## config.mk

```make
export PLATFORM = sky130hd
export DESIGN_NAME = lsu_result
export DESIGN_NICKNAME = d
export VERILOG_FILES = /design/src/rtl/lsu_mmu_pkg.sv /design/src/rtl/lsu_op_pkg.sv /design/src/rtl/lsu_result.sv
export VERILOG_INCLUDE_DIRS = /design/src /design/src/rtl
export SDC_FILE = /design/constraint.sdc
export NUM_CORES = 1
export LEC_CHECK = 0
export BUFFER_PORTS_ARGS = -buffer_cell sky130_fd_sc_hd__buf_2
export CORE_MARGIN = 2
export CORE_UTILIZATION = 31
export DETAILED_ROUTE_END_ITERATION = 16
export GPL_TIMING_DRIVEN = 0
export PLACE_DENSITY = 0.74
export SYNTH_ARGS = -nofsm -noshare
export SYNTH_HDL_FRONTEND = slang
export SYNTH_SLANG_ARGS = --single-unit
```

## constraint.sdc

```tcl
create_clock -name clk -period 1.79 [get_ports clk]
set_input_delay 0.179 -clock clk [delete_from_list [all_inputs] [get_ports clk]]
set_output_delay 0.179 -clock clk [all_outputs]
set_load 0.01 [all_outputs]
```

## src/rtl/lsu_macros.svh

```systemverilog
`ifndef LSU_MACROS_SVH
`define LSU_MACROS_SVH

// Datapath and virtual address width
`define LSU_DW            32

// Byte lane select within a word
`define LSU_LANE_BITS     2

// 4 KB pages
`define LSU_PAGE_BITS     12
`define LSU_VPN_BITS      (`LSU_DW - `LSU_PAGE_BITS)

// Direct-mapped DTLB, 8 entries
`define LSU_TLB_IDX_BITS  3
`define LSU_TLB_DEPTH     (1 << `LSU_TLB_IDX_BITS)

// Local data memory, 4096 words = 16 KB
`define LSU_MEM_IDX_BITS  12
`define LSU_MEM_DEPTH     (1 << `LSU_MEM_IDX_BITS)

`endif

```

## src/rtl/lsu_mmu_pkg.sv

```systemverilog
`default_nettype none
`include "lsu_macros.svh"

package lsu_mmu_pkg;

   // Virtual address seen as page number plus page offset
   typedef struct packed {
      logic [`LSU_VPN_BITS-1:0]   vpn;
      logic [`LSU_PAGE_BITS-1:0]  offset;
   } lsu_vaddr_page_t;

   // Same address seen as word index plus byte lane
   typedef struct packed {
      logic [`LSU_DW-`LSU_LANE_BITS-1:0] word;
      logic [`LSU_LANE_BITS-1:0]         lane;
   } lsu_vaddr_word_t;

   typedef union packed {
      lsu_vaddr_page_t pg;
      lsu_vaddr_word_t wd;
   } lsu_vaddr_u;

   // DTLB low word, tag side
   typedef struct packed {
      logic [`LSU_VPN_BITS-1:0]   vpn;
      logic [`LSU_PAGE_BITS-2:0]  rsv;
      logic                       valid;
   } dtlb_lo_t;

   // DTLB high word, translation and permissions
   typedef struct packed {
      logic [`LSU_VPN_BITS-1:0]   ppn;
      logic [`LSU_PAGE_BITS-3:0]  rsv;
      logic                       user;
      logic                       writable;
   } dtlb_hi_t;

   typedef struct packed {
      logic [`LSU_VPN_BITS-1:0]   ppn;
      logic                       edtm;   // TLB miss
      logic                       edpf;   // Page fault
      logic                       hit;
   } dtlb_xlate_t;

endpackage

`default_nettype wire

```

## src/rtl/lsu_op_pkg.sv

```systemverilog
`default_nettype none
`include "lsu_macros.svh"

package lsu_op_pkg;

   typedef enum logic [1:0] {
      LSU_SIZE_BYTE = 2'd0,
      LSU_SIZE_HALF = 2'd1,
      LSU_SIZE_WORD = 2'd2
   } lsu_size_e;

   // Operation field from the commit stage
   typedef struct packed {
      logic       load;
      logic       store;
      logic       sign_ext;
      lsu_size_e  size;
   } lsu_opc_t;

   typedef struct packed {
      logic edtm;
      logic edpf;
      logic ealign;
   } lsu_exc_t;

   // Decoded request held in stage 1
   typedef struct packed {
      logic                       valid;
      logic                       load;
      logic                       store;
      logic                       sign_ext;
      lsu_size_e                  size;
      lsu_mmu_pkg::lsu_vaddr_u    vaddr;
      logic [`LSU_DW/8-1:0]       wmsk;   // Zero for loads
      logic [`LSU_DW-1:0]         wdat;   // Replicated across lanes
      logic                       ealign;
   } lsu_req_t;

endpackage

`default_nettype wire

```

## src/rtl/lsu_result.sv

```systemverilog
`timescale 1ns/1ps
`default_nettype none
`include "lsu_macros.svh"

module lsu_result (
   input  wire                            clk,
   input  wire                            rst_n,
   input  wire                            p_ce_s2,
   input  wire                            p_ce_s3,
   input  wire lsu_op_pkg::lsu_req_t      s1_req,
   input  wire lsu_mmu_pkg::dtlb_xlate_t  xlate,
   input  wire [`LSU_DW-1:0]              rdata,
   output logic                           lsu_edtm,
   output logic                           lsu_edpf,
   output logic                           lsu_ealign,
   output logic [`LSU_DW-1:0]             lsu_vaddr,
   output logic [`LSU_DW-1:0]             lsu_wb_dout,
   output logic                           lsu_wb_valid
);
   import lsu_op_pkg::*;
   import lsu_mmu_pkg::*;

   lsu_exc_t      s2i_exc;
   logic          s2_valid;
   lsu_exc_t      s2_exc;
   lsu_vaddr_u    s2_vaddr;
   lsu_size_e     s2_size;
   logic          s2_sign_ext;
   logic [7:0]    dout_8b;
   logic [15:0]   dout_16b;

   assign s2i_exc = '{edtm: xlate.edtm, edpf: xlate.edpf, ealign: s1_req.ealign};

   always_ff @(posedge clk or negedge rst_n) begin
      if (!rst_n) begin
         s2_valid <= 1'b0;
         s2_exc   <= '0;
      end else if (p_ce_s2) begin
         s2_valid <= s1_req.valid;
         s2_exc   <= s2i_exc;
      end
   end

   always_ff @(posedge clk) begin
      if (p_ce_s2) begin
         s2_vaddr    <= s1_req.vaddr;
         s2_size     <= s1_req.size;
         s2_sign_ext <= s1_req.sign_ext;
      end
   end

   // Byte and half-word pick by lane
   assign dout_8b  = rdata[{s2_vaddr.wd.lane, 3'b000} +: 8];
   assign dout_16b = s2_vaddr.wd.lane[1] ? rdata[31:16] : rdata[15:0];

   always_comb begin
      case (s2_size)
         LSU_SIZE_WORD: lsu_wb_dout = rdata;
         LSU_SIZE_HALF: lsu_wb_dout = {{16{s2_sign_ext & dout_16b[15]}}, dout_16b};
         default:       lsu_wb_dout = {{24{s2_sign_ext & dout_8b[7]}}, dout_8b};
      endcase
   end

   assign lsu_edtm     = s2_valid & s2_exc.edtm;
   assign lsu_edpf     = s2_valid & s2_exc.edpf;
   assign lsu_ealign   = s2_valid & s2_exc.ealign;
   assign lsu_vaddr    = s2_vaddr;
   assign lsu_wb_valid = s2_valid & p_ce_s3;   // Handed to writeback only when s3 moves

endmodule

`default_nettype wire

```

==> run_results.csv <==
group,metric,value,unit
yosys,synth_seq_cells,39,
global_route,grt_usage,16.6,%
yosys,syn-num-nets,283,
yosys,ys_warn_count,0,
clock_network,clock-root-buffer,"clkbuf_8",
clock_network,cts.path.max_buffers,2,
worst_setup_path,crit_slowest_cell,"edfxtp_1",
placement,placed_area,2680,µm²
timing,worst_slack,-0.382,ns
hold_path,hp-class,"input pin to flip-flop",
worst_setup_path,critPathMaxStageDelay,0.44,ns
power,leakage,1.50,nW
timing,fmax,461,MHz
worst_setup_path,crit_buf_inv,1,
worst_setup_path,reg2reg_depth,1,
final_layout,n_antenna_cell,0,
worst_setup_path,crit-reg2reg-capture,"s2_valid",
worst_setup_path,criticalPathCategory,"flip-flop to output pin",
yosys,yosysUniqueCellTypes,26,
routing,wl_met2,2.98,mm
yosys,synth_edf_count,35,
worst_setup_path,ff2ff_setup_slack,1.00,ns
final_layout,syn_to_final_growth,65.6,%
global_route,grt_overflow,0,
timing,period_needed,2.17,ns
floorplanning,design.core.area,5890,µm²
yosys,syn_avg_cell_area,12.8,µm²
timing,finalSetupViolCount,32,
placement,pre_cts_ws,-0.365,ns
routing,ant_nets,0,
floorplanning,rows,28,
timing,drv_slew,0,
routing,wirelength,5.78,mm
floorplanning,dieArea,6690,µm²
power,peakVddDrop,0.767,mV
final_layout,fillCellCount,533,
run_status,run_status,"complete, but fails checks",
worst_setup_path,cp_max_fo,7,
routing,wl_per_cell,15.1,µm
global_route,grt_pass1_vias,1792,
clock_network,cts_tree,"done",
routing,firstDrtPassIters,4,
routing,route.detailed.drc,0,
timing,final.period_utilization,121,%
worst_setup_path,worstPathRequired,1.61,ns
yosys,async_flop_share,10.3,%
placement,gp_congestion,0.768,
placement,io_buffer_count,142,
clock_network,h-tree-depth,2,
routing,drt_iter0_drc,49,
yosys,synthCells,147,
routing,route.met3.wl,733,µm
worst_setup_path,worstPathCellList,"ha_4 > nand2b_4 > a21boi_4 > o21bai_4 > a221o_1 > buf_2",
worst_setup_path,rr_startpoint,"s2_valid",
power,finalPower,2.62,mW
placement,dp_hpwl,4.29,mm
final_layout,final_cell_area,3110,µm²
final_layout,drive_gt1_share,65.4,%
worst_setup_path,start_kind,"flip-flop",
timing,tightestPinTransition,0.833,ns
floorplanning,start_util,31.9,%
routing,via_per_inst,4.84,
yosys,yosysSeqAreaShare,61.4,%
timing,rsz0062_at_grt,"yes",
global_route,grt_max_degree,40,
final_layout,layout_commonest_cell,"buf_2",
routing,dr.max_layer_used,"met4",
yosys,synthFlopType,"edfxtp_1",
clock_network,clkSinkCount,39,
worst_setup_path,arrival,1.99,ns
power,cellPowerDensity,844,nW/µm²
final_layout,layout_common_cells,"buf_2, edfxtp_1, nand2_1, buf_6, mux2_2",
global_route,antenna_found_initial,0,
final_layout,nets,444,
timing,slew_headroom,44.4,%
clock_network,clk_latency,0.28,ns
flow_run,cap_violations,0,
run_status,violations,"negative setup slack",
floorplanning,die_h,81.8,µm
floorplanning,pin_count,202,
worst_setup_path,crit_path_end,"lsu_wb_dout[2]",
routing,wl_met1,1.98,mm
worst_setup_path,cp.depth,6,
worst_setup_path,critPathCaptureType,"output pin",
clock_network,clkSlewWorstSetupHoldPaths,0.07,ns
global_route,grt_pass1_wl,8.18,mm
timing,finalHoldViolCount,0,
clock_network,cts-buffers-inserted,5,
yosys,synth_area,1880,µm²
floorplanning,fp.dieW,81.8,µm
timing,fin_skew,0,ns
worst_setup_path,cp-startpoint,"s2_size[1]",
routing,vias,1860,
worst_setup_path,critical_path.top_delay_family,"compound AO/OA/AOI/OAI gates",
==> cell type report <==
class                      count  area, µm²  area share (%)
inverter                       4       15.0           0.483
tap                           75       93.8            3.02
clock buffer                   5       68.8            2.22
timing repair buffer         155        888            28.6
sequential                    39       1150            37.1
buffer                         6       66.3            2.14
multi-input combinational     97        783            25.2
clock inverter                 3       38.8            1.25
==> synthesized netlist by cell type, drive strengths merged, types with 2 or more instances <==
cell	count	area [µm²]
nand2	36	135
clkbuf	2	7.51
o21ai	9	45.0
edfxtp	35	1050
and2	4	25.0
a22oi	7	52.6
buf	5	33.8
a32oi	2	17.5
inv	4	15.0
dfrtp	4	100
a221o	7	70.1
ha	2	25.0
mux2	12	135
nor2b	8	50.1
==> metal layers <==
metal | vias up | GRT usage, %
li1 | 865 | -
met1 | 852 | 15.2
met2 | 137 | 32.6
met3 | 6 | 5.82
met4 | 0 | 7.17
met5 | - | 0
==> metrics by stage <==
step	cells	hold slack, ns	TNS, ns	utilization [%]
after detailed placement	364	-0.0115	-7.16	45.5
final	384	0.0682	-9.16	52.8
after floorplan	147	-0.117	0	-
after global routing	384	0.0490	-12.01	52.8
after global placement	364	-0.0119	-5.98	45.5
after CTS	382	0.0572	-9.27	51.7
==> report_power, final <==
| group | switching [mW] | internal, mW |
|---|---|---|
| sequential | 0.0312 | 1.07 |
| combinational | 0.415 | 0.409 |
| clock | 0.283 | 0.408 |
| total | 0.729 | 1.89 |
==> repair_timing <==
action / 4_1_cts / 5_1_grt
hold buffers: 1 / 0
hold endpoints to repair: 4 / 0
pin swaps: 15 / 4
endpoints found under the setup margin: 32 / 32
resized for setup: 46 / 13
gates cloned: 1 / 0
buffers inserted: 9 / 2
==> sequential cells by signal, summed over array words and instances (netlist names) <==
signal and flops:
lsu_vaddr 32, s2_exc 3, s2_size 2, s2_sign_ext 1, s2_valid 1
==> how the worst min path moves through the flow <==
stage / start / end / slack, ns / cells after the start
5_1_grt: s1_req[38] / lsu_vaddr[1] / 0.05 / 1
6_report: s1_req[51] / lsu_vaddr[14] / 0.07 / 1
3_3_place_gp: rst_n / s2_valid / -0.01 / 1
3_5_place_dp: rst_n / s2_exc[1] / -0.01 / 1
4_1_cts: s1_req[69] / s2_size[0] / 0.06 / 1
2_1_floorplan: rst_n / s2_exc[0] / -0.12 / 0
==> kinds of logic after synthesis <==
kind of cell | share of synthesized area, %
AND/OR/NAND/NOR | 12.3
flip-flops | 61.4
AO/OA/AOI/OAI | 14.3
multiplexers | 7.74
buffers and inverters | 3.00
adder cells (fa/ha/maj) | 1.33
No activity file was read; power rests on OpenSTA's default activity.
