[src/rtl/lsu_macros.svh]
`ifndef LSU_MACROS_SVH
`define LSU_MACROS_SVH

// Datapath and virtual address width
`define LSU_DW            32

// Byte lane select within a word
`define LSU_LANE_BITS     2

// 4 KB pages
`define LSU_PAGE_BITS     12
`define LSU_VPN_BITS      (`LSU_DW - `LSU_PAGE_BITS)

// Direct-mapped DTLB, 8 entries
`define LSU_TLB_IDX_BITS  3
`define LSU_TLB_DEPTH     (1 << `LSU_TLB_IDX_BITS)

// Local data memory, 4096 words = 16 KB
`define LSU_MEM_IDX_BITS  12
`define LSU_MEM_DEPTH     (1 << `LSU_MEM_IDX_BITS)

`endif

[src/rtl/lsu_mmu_pkg.sv]
`default_nettype none
`include "lsu_macros.svh"

package lsu_mmu_pkg;

   // Virtual address seen as page number plus page offset
   typedef struct packed {
      logic [`LSU_VPN_BITS-1:0]   vpn;
      logic [`LSU_PAGE_BITS-1:0]  offset;
   } lsu_vaddr_page_t;

   // Same address seen as word index plus byte lane
   typedef struct packed {
      logic [`LSU_DW-`LSU_LANE_BITS-1:0] word;
      logic [`LSU_LANE_BITS-1:0]         lane;
   } lsu_vaddr_word_t;

   typedef union packed {
      lsu_vaddr_page_t pg;
      lsu_vaddr_word_t wd;
   } lsu_vaddr_u;

   // DTLB low word, tag side
   typedef struct packed {
      logic [`LSU_VPN_BITS-1:0]   vpn;
      logic [`LSU_PAGE_BITS-2:0]  rsv;
      logic                       valid;
   } dtlb_lo_t;

   // DTLB high word, translation and permissions
   typedef struct packed {
      logic [`LSU_VPN_BITS-1:0]   ppn;
      logic [`LSU_PAGE_BITS-3:0]  rsv;
      logic                       user;
      logic                       writable;
   } dtlb_hi_t;

   typedef struct packed {
      logic [`LSU_VPN_BITS-1:0]   ppn;
      logic                       edtm;   // TLB miss
      logic                       edpf;   // Page fault
      logic                       hit;
   } dtlb_xlate_t;

endpackage

`default_nettype wire

[src/rtl/lsu_op_pkg.sv]
`default_nettype none
`include "lsu_macros.svh"

package lsu_op_pkg;

   typedef enum logic [1:0] {
      LSU_SIZE_BYTE = 2'd0,
      LSU_SIZE_HALF = 2'd1,
      LSU_SIZE_WORD = 2'd2
   } lsu_size_e;

   // Operation field from the commit stage
   typedef struct packed {
      logic       load;
      logic       store;
      logic       sign_ext;
      lsu_size_e  size;
   } lsu_opc_t;

   typedef struct packed {
      logic edtm;
      logic edpf;
      logic ealign;
   } lsu_exc_t;

   // Decoded request held in stage 1
   typedef struct packed {
      logic                       valid;
      logic                       load;
      logic                       store;
      logic                       sign_ext;
      lsu_size_e                  size;
      lsu_mmu_pkg::lsu_vaddr_u    vaddr;
      logic [`LSU_DW/8-1:0]       wmsk;   // Zero for loads
      logic [`LSU_DW-1:0]         wdat;   // Replicated across lanes
      logic                       ealign;
   } lsu_req_t;

endpackage

`default_nettype wire

[src/rtl/lsu_dtlb.sv]
`timescale 1ns/1ps
`default_nettype none
`include "lsu_macros.svh"

module lsu_dtlb (
   input  wire                            clk,
   input  wire                            rst_n,
   input  wire lsu_op_pkg::lsu_req_t      s1_req,
   input  wire                            msr_psr_dmme,
   input  wire                            msr_psr_rm,
   input  wire [`LSU_TLB_IDX_BITS-1:0]    msr_dmm_tlbl_idx,
   input  wire [`LSU_DW-1:0]              msr_dmm_tlbl_nxt,
   input  wire                            msr_dmm_tlbl_we,
   input  wire [`LSU_TLB_IDX_BITS-1:0]    msr_dmm_tlbh_idx,
   input  wire [`LSU_DW-1:0]              msr_dmm_tlbh_nxt,
   input  wire                            msr_dmm_tlbh_we,
   output lsu_mmu_pkg::dtlb_xlate_t       xlate
);
   import lsu_mmu_pkg::*;

   dtlb_lo_t                        tlb_lo [`LSU_TLB_DEPTH];
   dtlb_hi_t                        tlb_hi [`LSU_TLB_DEPTH];

   logic [`LSU_VPN_BITS-1:0]        req_vpn;
   logic [`LSU_TLB_IDX_BITS-1:0]    tlb_idx;
   dtlb_lo_t                        sel_lo;
   dtlb_hi_t                        sel_hi;
   logic                            tlb_hit;
   logic                            perm_fault;

   // Low word holds the valid bit, so only it is cleared
   always_ff @(posedge clk or negedge rst_n) begin
      if (!rst_n) begin
         for (int i = 0; i < `LSU_TLB_DEPTH; i++) begin
            tlb_lo[i] <= '0;
         end
      end else if (msr_dmm_tlbl_we) begin
         tlb_lo[msr_dmm_tlbl_idx] <= msr_dmm_tlbl_nxt;
      end
   end

   always_ff @(posedge clk) begin
      if (msr_dmm_tlbh_we) begin
         tlb_hi[msr_dmm_tlbh_idx] <= msr_dmm_tlbh_nxt;
      end
   end

   assign req_vpn = s1_req.vaddr.pg.vpn;
   assign tlb_idx = req_vpn[`LSU_TLB_IDX_BITS-1:0];   // Direct mapped
   assign sel_lo  = tlb_lo[tlb_idx];
   assign sel_hi  = tlb_hi[tlb_idx];

   // Full vpn compared as tag
   assign tlb_hit = sel_lo.valid & (sel_lo.vpn == req_vpn);

   // Store to read-only page, or supervisor page from user mode
   assign perm_fault = (s1_req.store & ~sel_hi.writable) |
                       (~msr_psr_rm & ~sel_hi.user);

   always_comb begin
      if (!msr_psr_dmme) begin
         // Identity mapping with MMU off
         xlate.ppn  = req_vpn;
         xlate.edtm = 1'b0;
         xlate.edpf = 1'b0;
         xlate.hit  = 1'b1;
      end else begin
         xlate.ppn  = sel_hi.ppn;
         xlate.edtm = ~tlb_hit;
         xlate.edpf = tlb_hit & perm_fault;
         xlate.hit  = tlb_hit;
      end
   end

endmodule

`default_nettype wire

[config.mk]
export PLATFORM = sky130hd
export DESIGN_NAME = lsu_dtlb
export DESIGN_NICKNAME = d
export VERILOG_FILES = /design/src/rtl/lsu_mmu_pkg.sv /design/src/rtl/lsu_op_pkg.sv /design/src/rtl/lsu_dtlb.sv
export VERILOG_INCLUDE_DIRS = /design/src /design/src/rtl
export SDC_FILE = /design/constraint.sdc
export NUM_CORES = 1
export LEC_CHECK = 0
export BUFFER_PORTS_ARGS = -buffer_cell sky130_fd_sc_hd__buf_2
export CORE_MARGIN = 10
export CORE_UTILIZATION = 41
export CTS_BUF_LIST = sky130_fd_sc_hd__clkbuf_8
export DETAILED_ROUTE_END_ITERATION = 6
export PLACE_DENSITY_LB_ADDON = 0.3
export SETUP_SLACK_MARGIN = 0.2
export SLEW_MARGIN = 20
export SYNTH_ARGS = -nofsm -noshare
export SYNTH_HDL_FRONTEND = slang
export SYNTH_SLANG_ARGS = --single-unit
[constraint.sdc]
create_clock -name clk -period 3.43 [get_ports clk]
set_clock_uncertainty 0.2 [all_clocks]
set_input_delay 0.1715 -clock clk [delete_from_list [all_inputs] [get_ports clk]]
set_output_delay 0.1715 -clock clk [all_outputs]
set_load 0.02 [all_outputs]
==> summary.txt <==
Run
  – Max-cap violation count: 0

Route
  – Antenna-violating nets left: 0
  – Drt pass-1 iters: 5
  – Via/cell ratio: 5.31
  – Drt first-iter violations: 432
  – Residual DRC count: 0
  – WL/cell: 22.3 µm
  – Routed WL: 33200 µm
  – Detailed-route via count: 7910

Placement
  – Cell area after placement: 15700 µm²
  – Post-DP HPWL: 20700 µm
  – GP Congestion: 0.777
  – Port bufs: 98
  – Worst slack, placed: 302 ps

Global routing
  – Pin count of the biggest net entering global routing: 77
  – Gr ovfl total: 0
  – First-pass GRT wire length: 51500 µm
  – Number of global-route vias before repair: 8588
  – Initial antenna violation count: 4
  – Gr usage total: 15.2%

Timing
  – Fin worst setup slack: -81.2 ps
  – Final setup viols: 3
  – Slew margin rel.: 42.2%
  – Max Fclk: 285 MHz
  – Tmin final: 3510 ps
  – Final Cycle Share: 102%
  – Final Hold Fails: 0
  – Least-Margin Pin Slew: 867 ps
  – Max-slew violation count: 0
  – RSZ-0062 raised after global routing: true

Worst setup path
  – Crit path buf inv count: 1
  – Startpoint Class: register
  – Critical path class: register to output port
  – Worst Path Required: 3060 ps
  – R2r setup slk: 2450 ps
  – Largest stage delay, worst path: 530 ps
  – Crit-path slowest cell: or4_4
  – Critical Path End Type: output port
  – Crit path cell chain: mux4_2 > mux2i_1 > xor2_1 > nand3_1 > or4_4 > and4bb_1 > buf_6
  – CP delay by family, top: simple AND/OR/NAND/NOR gates
  – Crit Path Max Fanout: 3
  – Critical Path AT: 3140 ps

Status
  – Failing checks: negative setup slack
  – Run status: finished with violations

Final layout
  – FF/Latch Area: 9490 µm²
  – Layout Nets: 1144
  – Most frequent cells in the layout: edfxtp_1, mux2_2, dfrtp_1
  – Share of cells above drive strength 1: 43.8%
  – Fill count: 2964
  – P&R area growth vs syn: 18.6%
  – Finished Cell Area: 17200 µm²
  – Most common cell after layout, fill and taps aside: edfxtp_1
  – Area of the multi-input gates: 4810 µm²

Logic synthesis
  – Mapped Cells: 797
  – Post-synth cell types: 40
  – FF+latch count, synth: 344
  – Yosys warning count: 0
  – Syn Nets: 948
  – Mapped Area: 14500 µm²
  – Synthesized area per cell: 18.2 µm²
  – Post-synthesis sequential area ratio: 65.4%

Pwr
  – Pint: 7.21 mW
  – Comb pwr share: 14.1%
  – Reg power frac: 53.2%
  – NetSw: 2.34 mW
  – Static Leakage: 6.73 nW
  – Peak VDD IR: 0.329 mV
  – Clock power share: 32.7%
  – Net Sw Frac: 24.5%
  – Tot Pwr: 9.55 mW
  – Power per Cell Area: 555 nW/µm²

Floorplanning
  – Horiz. Die Dim: 208 µm
  – Initial Utilization: 41.8%
  – Total I/O pin count: 174
  – Core area: 34700 µm²
  – Die height: 208 µm
  – Die area: 43300 µm²
  – Row count: 68

Min path
  – Hold Path Class: primary input to register

Clock network
  – Num CTS Buffers: 56
  – TritonCTS clock tree: done
  – Setup Fix Bufs, Post-CTS: 0
  – Clock net sink count: 344
  – Skew-Pair Late Insertion Delay: 580 ps
  – Clock slew at reported path FFs: 60 ps
  – Maximum buffer depth of the clock tree: 3
  – CTS H-Tree Depth: 2
  – Root buffer cell: clkbuf_8
==> layout make-up <==
| cell class | instances | area share (%) |
|---|---|---|
| Clock inverter | 40 | 1.03 |
| Inverter | 5 | 0.109 |
| Antenna cell | 1 | 0.0145 |
| Tap cell | 455 | 3.31 |
| Timing Repair Buffer | 182 | 7.69 |
| Multi-Input combinational cell | 404 | 28.0 |
| Clock buffer | 59 | 4.72 |
| Sequential cell | 344 | 55.2 |
==> worst min-delay path: cells and delay by family <==
family | cells | cell delay [ps]
buffers and inverters | 1 | 100
and+or+nand+nor | 2 | 400
==> power by group through the flow <==
stage / logic (mW) / registers [mW] / clock network [mW]
2_1_floorplan: 0.921 / 5.08 / 0
3_3_place_gp: 1.27 / 5.13 / 0
3_5_place_dp: 1.30 / 5.15 / 0
4_1_cts: 1.37 / 5.08 / 3.23
5_1_grt: 1.47 / 5.13 / 3.43
6_report: 1.35 / 5.08 / 3.12
==> timing repair <==
| action | in CTS | in global routing |
|---|---|---|
| endpoints found under the hold margin | 545 | 0 |
| hold buffers | 53 | 0 |
| pin swaps | 7 | 0 |
| endpoints found under the setup margin | 3 | 3 |
| gates resized for setup | 9 | 1 |
==> through the flow <==
step / cells / hold slack (ps) / setup TNS [ps] / utilization (%)
3_3_place_gp: 1337 / -6.04 / 0 / 45.1
5_1_grt: 1489 / 128 / -575 / 49.5
6_report: 1490 / 112 / -197 / 49.6
2_1_floorplan: 797 / -324 / 0 / -
4_1_cts: 1489 / 90.9 / -296 / 49.5
3_5_place_dp: 1337 / 1.59 / 0 / 45.1
==> flip-flops by register name, indices dropped and copies added, names as in the netlist <==
register and count:
tlb_hi 176, tlb_lo 168
==> logic make-up (layout without fill, tap and decap cells) <==
family,after synthesis,after routing,share of synthesized area [%]
AOI/OAI and AO/OA,38,38,1.55
buffers and inverters,49,286,1.65
xor gates and xnor gates,16,16,0.967
muxes,284,284,27.8
and+or+nand+nor,66,66,2.54
other,0,1,0
DFF,344,344,65.4
==> synthesized netlist by cell type <==
master / number / area share, %
a2bb2o_1: 2 / 0.14
nor3_1: 8 / 0.28
a21oi_1: 22 / 0.76
o22ai_1: 1 / 0.043
nor4bb_1: 1 / 0.069
nand4b_1: 6 / 0.36
edfxtp_1: 176 / 36
or4_4: 1 / 0.078
nand2_1: 5 / 0.13
mux2_2: 172 / 13
a22o_1: 1 / 0.060
mux2i_1: 37 / 2.6
o31ai_1: 2 / 0.10
or2_2: 1 / 0.043
mux4_2: 64 / 9.9
buf_2: 14 / 0.48
o211ai_1: 1 / 0.052
nand3_1: 1 / 0.034
buf_1: 9 / 0.23
or3_1: 1 / 0.043
o21ai_0: 2 / 0.069
xor2_1: 14 / 0.85
buf_6: 4 / 0.31
nor2_1: 25 / 0.65
and4bb_1: 1 / 0.086
dfrtp_1: 168 / 29
or4bb_1: 1 / 0.078
o31a_1: 1 / 0.060
nor3b_1: 3 / 0.16
buf_4: 2 / 0.10
nand4_1: 4 / 0.17
mux4_1: 11 / 2.0
nor2b_1: 2 / 0.086
inv_1: 5 / 0.13
clkbuf_1: 15 / 0.39
nand2b_1: 5 / 0.22
a31oi_1: 5 / 0.22
and4_1: 1 / 0.060
a211oi_1: 1 / 0.052
xnor2_1: 2 / 0.12
==> metal layers <==
metal | vias up | GRT usage (%) | share of wire [%]
met3 | 52 | 3.52 | 5.6
met5 | - | 0 | 0.11
met2 | 165 | 23.4 | 47
met4 | 6 | 4.53 | 1.8
met1 | 4162 | 21.0 | 46
li1 | 3525 | - | -
==> final timing paths <==
path,start,to,depth (start not counted)
min in group asynchronous,rst_n,tlb_lo[154],4
hold / removal,msr_dmm_tlbh_we,tlb_hi[1][31],3
hold reg to reg,tlb_lo[93],tlb_lo[93],1
setup / recovery,tlb_lo[241],xlate[1],7
setup reg to reg,tlb_lo[223],tlb_lo[223],1
max in group asynchronous,rst_n,tlb_lo[110],4
Note: power is estimated with default switching activity, not from simulation.
