<file path="src/rtl/lsu_macros.svh">
`ifndef LSU_MACROS_SVH
`define LSU_MACROS_SVH

// Datapath and virtual address width
`define LSU_DW            32

// Byte lane select within a word
`define LSU_LANE_BITS     2

// 4 KB pages
`define LSU_PAGE_BITS     12
`define LSU_VPN_BITS      (`LSU_DW - `LSU_PAGE_BITS)

// Direct-mapped DTLB, 8 entries
`define LSU_TLB_IDX_BITS  3
`define LSU_TLB_DEPTH     (1 << `LSU_TLB_IDX_BITS)

// Local data memory, 4096 words = 16 KB
`define LSU_MEM_IDX_BITS  12
`define LSU_MEM_DEPTH     (1 << `LSU_MEM_IDX_BITS)

`endif

</file>
<file path="src/rtl/lsu_mmu_pkg.sv">
`default_nettype none
`include "lsu_macros.svh"

package lsu_mmu_pkg;

   // Virtual address seen as page number plus page offset
   typedef struct packed {
      logic [`LSU_VPN_BITS-1:0]   vpn;
      logic [`LSU_PAGE_BITS-1:0]  offset;
   } lsu_vaddr_page_t;

   // Same address seen as word index plus byte lane
   typedef struct packed {
      logic [`LSU_DW-`LSU_LANE_BITS-1:0] word;
      logic [`LSU_LANE_BITS-1:0]         lane;
   } lsu_vaddr_word_t;

   typedef union packed {
      lsu_vaddr_page_t pg;
      lsu_vaddr_word_t wd;
   } lsu_vaddr_u;

   // DTLB low word, tag side
   typedef struct packed {
      logic [`LSU_VPN_BITS-1:0]   vpn;
      logic [`LSU_PAGE_BITS-2:0]  rsv;
      logic                       valid;
   } dtlb_lo_t;

   // DTLB high word, translation and permissions
   typedef struct packed {
      logic [`LSU_VPN_BITS-1:0]   ppn;
      logic [`LSU_PAGE_BITS-3:0]  rsv;
      logic                       user;
      logic                       writable;
   } dtlb_hi_t;

   typedef struct packed {
      logic [`LSU_VPN_BITS-1:0]   ppn;
      logic                       edtm;   // TLB miss
      logic                       edpf;   // Page fault
      logic                       hit;
   } dtlb_xlate_t;

endpackage

`default_nettype wire

</file>
<file path="src/rtl/lsu_op_pkg.sv">
`default_nettype none
`include "lsu_macros.svh"

package lsu_op_pkg;

   typedef enum logic [1:0] {
      LSU_SIZE_BYTE = 2'd0,
      LSU_SIZE_HALF = 2'd1,
      LSU_SIZE_WORD = 2'd2
   } lsu_size_e;

   // Operation field from the commit stage
   typedef struct packed {
      logic       load;
      logic       store;
      logic       sign_ext;
      lsu_size_e  size;
   } lsu_opc_t;

   typedef struct packed {
      logic edtm;
      logic edpf;
      logic ealign;
   } lsu_exc_t;

   // Decoded request held in stage 1
   typedef struct packed {
      logic                       valid;
      logic                       load;
      logic                       store;
      logic                       sign_ext;
      lsu_size_e                  size;
      lsu_mmu_pkg::lsu_vaddr_u    vaddr;
      logic [`LSU_DW/8-1:0]       wmsk;   // Zero for loads
      logic [`LSU_DW-1:0]         wdat;   // Replicated across lanes
      logic                       ealign;
   } lsu_req_t;

endpackage

`default_nettype wire

</file>
<file path="src/rtl/lsu_decode.sv">
`timescale 1ns/1ps
`default_nettype none
`include "lsu_macros.svh"

module lsu_decode (
   input  wire                         clk,
   input  wire                         rst_n,
   input  wire                         p_ce_s1,
   input  wire                         cmt_req_valid,
   input  wire lsu_op_pkg::lsu_opc_t   cmt_lsu_opc_bus,
   input  wire [`LSU_DW-1:0]           cmt_lsa,
   input  wire [`LSU_DW-1:0]           cmt_wdat,
   output lsu_op_pkg::lsu_req_t        s1_req
);
   import lsu_op_pkg::*;
   import lsu_mmu_pkg::*;

   lsu_vaddr_u s1i_vaddr;
   lsu_req_t   s1i_req;
   lsu_req_t   s1_pld;
   logic       s1_valid;
   logic       s1_ealign;

   assign s1i_vaddr = cmt_lsa;

   always_comb begin
      s1i_req          = '0;
      s1i_req.load     = cmt_lsu_opc_bus.load;
      s1i_req.store    = cmt_lsu_opc_bus.store;
      s1i_req.sign_ext = cmt_lsu_opc_bus.sign_ext;
      s1i_req.size     = cmt_lsu_opc_bus.size;
      s1i_req.valid    = cmt_req_valid & (cmt_lsu_opc_bus.load | cmt_lsu_opc_bus.store);
      s1i_req.vaddr    = s1i_vaddr;

      case (cmt_lsu_opc_bus.size)
         LSU_SIZE_WORD: begin
            s1i_req.wmsk   = 4'b1111;
            s1i_req.wdat   = cmt_wdat;
            s1i_req.ealign = |s1i_vaddr.wd.lane;
         end
         LSU_SIZE_HALF: begin
            // Low or high half-word by bit 1
            s1i_req.wmsk   = s1i_vaddr.wd.lane[1] ? 4'b1100 : 4'b0011;
            s1i_req.wdat   = {2{cmt_wdat[15:0]}};
            s1i_req.ealign = s1i_vaddr.wd.lane[0];
         end
         default: begin
            s1i_req.wmsk   = 4'b0001 << s1i_vaddr.wd.lane;   // One-hot lane
            s1i_req.wdat   = {4{cmt_wdat[7:0]}};
         end
      endcase

      if (!cmt_lsu_opc_bus.store) begin
         s1i_req.wmsk = '0;
      end
   end

   // Control bits of stage 1
   always_ff @(posedge clk or negedge rst_n) begin
      if (!rst_n) begin
         s1_valid  <= 1'b0;
         s1_ealign <= 1'b0;
      end else if (p_ce_s1) begin
         s1_valid  <= s1i_req.valid;
         s1_ealign <= s1i_req.ealign;
      end
   end

   always_ff @(posedge clk) begin
      if (p_ce_s1) begin
         s1_pld <= s1i_req;
      end
   end

   always_comb begin
      s1_req        = s1_pld;
      s1_req.valid  = s1_valid;
      s1_req.ealign = s1_ealign;
   end

endmodule

`default_nettype wire

</file>
<file path="config.mk">
export PLATFORM = sky130hd
export DESIGN_NAME = lsu_decode
export DESIGN_NICKNAME = d
export VERILOG_FILES = /design/src/rtl/lsu_mmu_pkg.sv /design/src/rtl/lsu_op_pkg.sv /design/src/rtl/lsu_decode.sv
export VERILOG_INCLUDE_DIRS = /design/src /design/src/rtl
export SDC_FILE = /design/constraint.sdc
export NUM_CORES = 1
export LEC_CHECK = 0
export BUFFER_PORTS_ARGS = -buffer_cell sky130_fd_sc_hd__buf_2
export CAP_MARGIN = 20
export CORE_UTILIZATION = 40
export DETAILED_ROUTE_END_ITERATION = 10
export HOLD_SLACK_MARGIN = 0.15
export PLACE_DENSITY_LB_ADDON = 0.08
export SLEW_MARGIN = 20
export SYNTH_ARGS = -nofsm -noshare
export SYNTH_HDL_FRONTEND = slang
export SYNTH_SLANG_ARGS = --single-unit
export TNS_END_PERCENT = 10
</file>
<file path="constraint.sdc">
create_clock -name clk -period 0.8 [get_ports clk]
set_input_delay 0.12 -clock clk [delete_from_list [all_inputs] [get_ports clk]]
set_output_delay 0.12 -clock clk [all_outputs]
set_load 0.02 [all_outputs]
</file>
==> flow_metrics.env, run 1 <==
export IMPL_status="complete, but fails checks"
export IMPL_synth_area_leaders="edfxtp_1 79%, a22o_1 5.0%, o21ai_0 2.5%, a22oi_1 2.2%, dfrtp_1 1.8%"
export IMPL_synthDominantAreaCellType="edfxtp_1"
export IMPL_num_fill_cells=505
export IMPL_rsz0062_at_grt="yes"
export IMPL_gp_congestion=0.772
export IMPL_post_layout_nonfiller_instances=457
export IMPL_cts_max_level=3
export IMPL_nets=448
export IMPL_cts_tree="yes"
export IMPL_antenna_found_initial=0
export IMPL_reg2reg_depth=2
export IMPL_finalClockSkew_ps=0
export IMPL_pre_cts_ws_ps=-563
export IMPL_cp_start_kind="register"
export IMPL_crit_required_ps=680
export IMPL_via_per_inst=4.75
export IMPL_die_area_um2=7310
export IMPL_io_buffers=147
export IMPL_crit_buf_inv=1
export IMPL_maxCapViolCount=0
export IMPL_synth_fp_nets=229
export IMPL_coreArea_um2=6760
export IMPL_slowest_stage="edfxtp_1"
export IMPL_start_util_pct=41.3
export IMPL_avgSynthCellArea_um2=18.2
export IMPL_postSynthCellCount=153
export IMPL_yosysTopAreaCellShare_pct=78.6
export IMPL_clock_sinks=75
export IMPL_worstHoldPathCells=2
export IMPL_ir_worst_vdd_v=0.00129
export IMPL_end_kind="output port"
export IMPL_die_w_um=85.5
export IMPL_crit_fanout=1
export IMPL_dpl_hpwl_um=4370
export IMPL_fin_util_pct=67.3
export IMPL_ys_warn_count=0
export IMPL_dr_first_iter_drc_count=54
export IMPL_drc=0
export IMPL_fmaxAchievable_ghz=0.975
export IMPL_crit_arrival_ps=910
export IMPL_mappedNetlistArea_um2=2790
export IMPL_power_density_nw_per_um2=2140
export IMPL_dp_cells=388
export IMPL_fin_crit_sh_pct=128
export IMPL_cpLargestDelayFamily="flip-flops"
export IMPL_crit_cells=1
export IMPL_critPathKind="reg -> out"
export IMPL_first_global_vias=2142
export IMPL_seq_area_um2=2240
export IMPL_grt_pass1_wl_um=10100
export IMPL_grt_ovfl_total=0
export IMPL_clockRootBuffer="clkbuf_8"
export IMPL_worst_slack_ps=-225
export IMPL_drive_gt1_share_pct=53.1
export IMPL_crit_path_max_incr_delay_ps=410
export IMPL_avgRoutedWirePerCell_um=14.7
export IMPL_drt_wl_total_um=6700
export IMPL_ys_seq_area_share_pct=80.4
export IMPL_violations="setup timing"
export IMPL_slew_viol_final=0
export IMPL_clockBufferDepth=2
export IMPL_clk_pin_slew_ps=80
export IMPL_via_count=2169
export IMPL_multi_input_area_um2=489
export IMPL_path_cells="buf_6"
export IMPL_hold_violations=0
export IMPL_io_pins=148
export IMPL_row_count=30
export IMPL_synth_cell_types=22
export IMPL_grt_max_degree=42
export IMPL_postRouteAntennaNets=0
export IMPL_drt_pass1_iterations=5
export IMPL_syn2layout_area_growth_pct=63.0
export IMPL_period_minus_slack_ps=1030
export IMPL_clock_latency_ps=340
export IMPL_diodes=0
export IMPL_leakage_nw=1.99
export IMPL_setup_viol=101
export IMPL_cts_buffers=9
export IMPL_synth_seq_cells=75
export IMPL_relSlewSlack_pct=84.6
export IMPL_hp_class="in -> reg"
export IMPL_worstMarginPinSlew_ps=230
export IMPL_fp_dieH_um=85.5
export IMPL_track_usage_pct=18.9
-- final timing paths --
kind                       slack, ps    endpoint          from
setup / recovery                -230  s1_req[14]    s1_req[14]
hold / removal                    90  s1_req[17]  cmt_wdat[16]
setup reg to reg                -110   s1_ealign     s1_ealign
hold reg to reg                  530    s1_valid      s1_valid
max in group asynchronous        500   s1_ealign         rst_n
min in group asynchronous        200    s1_valid         rst_n
-- synth_stat cells --
cell type / number
a22o_1: 16
edfxtp_1: 73
a21o_1: 1
o21ai_0: 14
nor2_1: 2
o211ai_1: 1
and2b_1: 1
nor2b_1: 1
mux2_4: 1
inv_1: 3
buf_6: 4
nor2b_4: 1
nand2_1: 11
nor2_4: 1
a22oi_1: 8
nand2b_1: 2
dfrtp_1: 2
a21oi_1: 1
nor3_1: 1
ha_1: 3
or2_1: 1
buf_4: 5
-- stage by stage --
stage	instance area (um2)	hold slack, ps	setup TNS, ps	power [mW]
after floorplan	2810	-176	-7560	5.67
after global placement	3740	-93.9	-14380	6.36
after detailed placement	3740	-93.0	-15170	6.38
after CTS	4450	55.3	-18260	9.74
after global routing	4550	68.7	-18570	10.1
final	4550	85.5	-15130	9.75
-- final cells by class --
class	count	area share, %
flip-flops and latches	75	49.3
clock inverters	7	2.01
well taps	80	2.20
clock buffers	9	2.72
inverters	3	0.303
repair buffers	217	32.7
multi-input cells	66	10.8
-- repair_timing --
action	in CTS	in global routing
hold buffers	45	7
hold endpoints to repair	72	27
setup buffers	1	0
pin swaps	1	9
endpoints found under the setup margin	104	106
resized for setup	17	35
-- logic make-up (layout without fill, tap and decap cells) --
kind of cell | Yosys count | count (layout) | synth area share [%]
compound gates | 41 | 41 | 10.4
fa+ha+maj | 3 | 3 | 1.35
buf+inv | 12 | 236 | 3.36
flops | 75 | 75 | 80.4
mux | 1 | 1 | 0.538
simple gates | 21 | 21 | 3.99
-- where the power goes --
part	leakage (nW)	internal (mW)	switching [mW]
logic	1.14	0.830	0.969
registers	0.737	4.71	0.0915
clock network	0.109	1.75	1.40
-- registers in the layout, summed over array words and instances, names as in the netlist --
| name | cells |
|---|---|
| s1_req | 73 |
| s1_valid | 1 |
| s1_ealign | 1 |
-- layout by cell type (no fill, tap or decap), types with 5 or more instances in the layout --
| master | n |
|---|---|
| a22o_1 | 16 |
| a22oi_1 | 5 |
| buf_2 | 144 |
| buf_4 | 12 |
| buf_6 | 11 |
| clkbuf_8 | 9 |
| dlygate4sd3_1 | 43 |
| edfxtp_1 | 73 |
| nand2_1 | 11 |
| o21ai_1 | 11 |
-- metal layers --
| layer | GRT usage (%) | up-vias | wire length, um |
|---|---|---|---|
| met2 | 31.9 | 100 | 3330 |
| met3 | 5.29 | 10 | 480 |
| li1 | - | 1037 | - |
| met5 | 0 | - | 0 |
| met1 | 21.7 | 1022 | 2760 |
| met4 | 10.6 | 0 | 131 |
No activity file was read; power rests on OpenSTA's default activity.
==> run 2: changes to the inputs <==
--- a/config.mk
+++ b/config.mk
@@ -6,6 +6,7 @@
 export SDC_FILE = /design/constraint.sdc
 export NUM_CORES = 1
 export LEC_CHECK = 0
+export ABC_AREA = 1
 export BUFFER_PORTS_ARGS = -buffer_cell sky130_fd_sc_hd__buf_2
 export CAP_MARGIN = 20
 export CORE_UTILIZATION = 40
==> run 2 against run 1 <==
The run still ends with setup timing left. First-iteration DRC count is 130% higher. Utilization increased by 3.6 points. Register-to-register slack better by 310 ps. Cell count rose by 16%. Global-route usage is 1.2 points higher. Clock power hardly changed. Die area increased by 0.87%. Final area rose by 5.9%. Maximum frequency increased by 1.0%. Clock skew unchanged. Via count is 11% higher. Worst setup slack improved by 10 ps. Highest routed layer unchanged.
==> flow_metrics.env, run 2 <==
export IMPL_dp_cells=453
export IMPL_post_layout_nonfiller_instances=529
export IMPL_clock_latency_ps=330
export IMPL_via_per_inst=4.55
export IMPL_setup_tns_final_ps=-14570
export IMPL_coreArea_um2=6790
export IMPL_relSlewSlack_pct=87.9
export IMPL_antenna_found_initial=0
export IMPL_yosysTopAreaCellShare_pct=77.9
export IMPL_postRouteAntennaNets=0
export IMPL_via_count=2408
export IMPL_crit_arrival_ps=900
export IMPL_grt_ovfl_total=0
export IMPL_synthDominantAreaCellType="edfxtp_1"
export IMPL_maxCapViolCount=0
export IMPL_cts_buffers=9
export IMPL_die_w_um=85.9
export IMPL_drt_pass1_iterations=4
export IMPL_nets=504
export IMPL_drive_gt1_share_pct=50.1
export IMPL_syn2layout_area_growth_pct=71.1
export IMPL_cts_max_level=3
export IMPL_start_util_pct=41.4
export IMPL_critPathKind="reg -> out"
export IMPL_crit_fanout=1
export IMPL_period_minus_slack_ps=1020
export IMPL_clockBufferDepth=2
export IMPL_crit_required_ps=680
export IMPL_finalClockSkew_ps=0
export IMPL_slowest_stage="edfxtp_1"
export IMPL_grt_pass1_wl_um=11000
export IMPL_fin_crit_sh_pct=127
export IMPL_path_cells="buf_6"
export IMPL_avgRoutedWirePerCell_um=14.2
export IMPL_post_cts_buffers=0
export IMPL_dpl_hpwl_um=4840
export IMPL_synth_edff_count=73
export IMPL_worst_slack_ps=-215
export IMPL_end_kind="output port"
export IMPL_largest_reg_flops=73
export IMPL_cpLargestDelayFamily="flip-flops"
export IMPL_ys_seq_area_share_pct=79.6
export IMPL_synth_area_leaders="edfxtp_1 78%, nand2_1 5.1%, nand3_1 4.4%, o21ai_0 3.4%, dfrtp_1 1.8%"
export IMPL_ir_worst_vdd_v=0.00133
export IMPL_cp_start_kind="register"
export IMPL_crit_buf_inv=1
export IMPL_leakage_nw=2.14
export IMPL_rsz0062_at_grt="yes"
export IMPL_fp_dieH_um=85.9
export IMPL_clockRootBuffer="clkbuf_8"
export IMPL_row_count=30
export IMPL_fmaxAchievable_ghz=0.985
export IMPL_synth_cell_types=15
export IMPL_diodes=0
export IMPL_async_flop_share_pct=2.67
export IMPL_power_density_nw_per_um2=2050
export IMPL_avgSynthCellArea_um2=14.7
export IMPL_multi_input_area_um2=533
export IMPL_gp_congestion=0.794
export IMPL_seq_area_um2=2240
export IMPL_postSynthCellCount=191
export IMPL_worstMarginPinSlew_ps=180
export IMPL_synth_fp_nets=267
export IMPL_dr_first_iter_drc_count=125
export IMPL_crit_path_max_incr_delay_ps=410
export IMPL_clock_sinks=75
export IMPL_synth_seq_cells=75
export IMPL_mostFrequentLayoutCells="142 x buf_2, 73 x edfxtp_1, 50 x dlygate4sd3_1, 34 x nand2_1, 24 x buf_4"
export IMPL_yosysMostFrequentCell="edfxtp_1"
export IMPL_synth_main_ff_cell="edfxtp_1"
export IMPL_ys_warn_count=0
export IMPL_synth_common_cells="73 x edfxtp_1, 38 x nand2_1, 25 x nand3_1, 19 x o21ai_0, 10 x inv_1"
export IMPL_io_buffers=147
export IMPL_grt_max_degree=25
export IMPL_track_usage_pct=20.0
export IMPL_violations="setup timing"
export IMPL_hp_class="in -> reg"
export IMPL_status="complete, but fails checks"
export IMPL_io_pins=148
export IMPL_setup_viol=100
export IMPL_slew_viol_final=0
export IMPL_drc=0
export IMPL_clk_pin_slew_ps=80
export IMPL_hold_violations=0
export IMPL_num_fill_cells=520
export IMPL_die_area_um2=7380
export IMPL_final_common_cell="buf_2"
export IMPL_mappedNetlistArea_um2=2820
export IMPL_cts_tree="yes"
export IMPL_first_global_vias=2312
export IMPL_drt_wl_total_um=7540
run 2: cell count changes after synthesis, sizes merged, moves of 5 or more:
| cell | delta |
|---|---|
| nand3 | +25 |
| inv | +8 |
| a22o | -16 |
| a22oi | -8 |
| nand2 | +27 |
| o21ai | +5 |
run 2: metal layers:
layer / part of all wire [%] / track usage, %
met1: 41 / 23.7
met4: 0.80 / 8.18
met3: 5.7 / 4.04
met2: 52 / 35.6
met5: 0 / 0
run 2: layout make-up:
type | count | share of cell area (%)
clock buffer | 10 | 2.65
clock inverter | 6 | 1.84
inverter | 11 | 1.27
multi-input combinational | 96 | 11.1
sequential | 75 | 46.6
tap | 96 | 2.49
timing repair buffer | 235 | 34.1
run 2: power breakdown:
group,switching (mW),total (mW),internal [mW]
clock network,1.37,3.14,1.76
registers,0.0959,4.81,4.71
logic,1.06,1.92,0.865
total,2.53,9.87,7.34
run 2: what timing repair did:
item | in CTS | in global routing
setup endpoints to repair | 104 | 107
hold endpoints to repair | 73 | 18
gates resized for setup | 12 | 42
pin swaps | 1 | 1
hold buffers | 56 | 4
run 2: cell families after synthesis:
family,synth area share [%]
buf+inv,3.87
flops,79.6
simple gates,10.1
compound gates,5.07
fa+ha+maj,1.33
run 2: path summary, 6_finish.rpt:
path	slack, ps	cells past startpoint	endpoint	from
worst max-delay path	-220	1	s1_req[27]	s1_req[27]
worst min-delay path	90	2	s1_req[3]	cmt_wdat[2]
worst max register to register	200	2	s1_valid	s1_valid
worst min register to register	480	2	s1_ealign	s1_ealign
max in group asynchronous	500	3	s1_valid	rst_n
min in group asynchronous	210	3	s1_ealign	rst_n
run 2: per-stage QoR:
stage | setup slack [ps] | power (mW) | util, % | hold WS, ps | area [um2]
detailed placement | -493 | 6.48 | 57.9 | -92.1 | 3930
global placement | -482 | 6.46 | 57.9 | -93.1 | 3930
finish | -215 | 9.87 | 70.9 | 85.2 | 4820
global route | -257 | 10.3 | 70.9 | 83.2 | 4820
floorplan | -191 | 5.68 | - | -176 | 2890
CTS | -242 | 9.84 | 69.8 | 92.8 | 4740
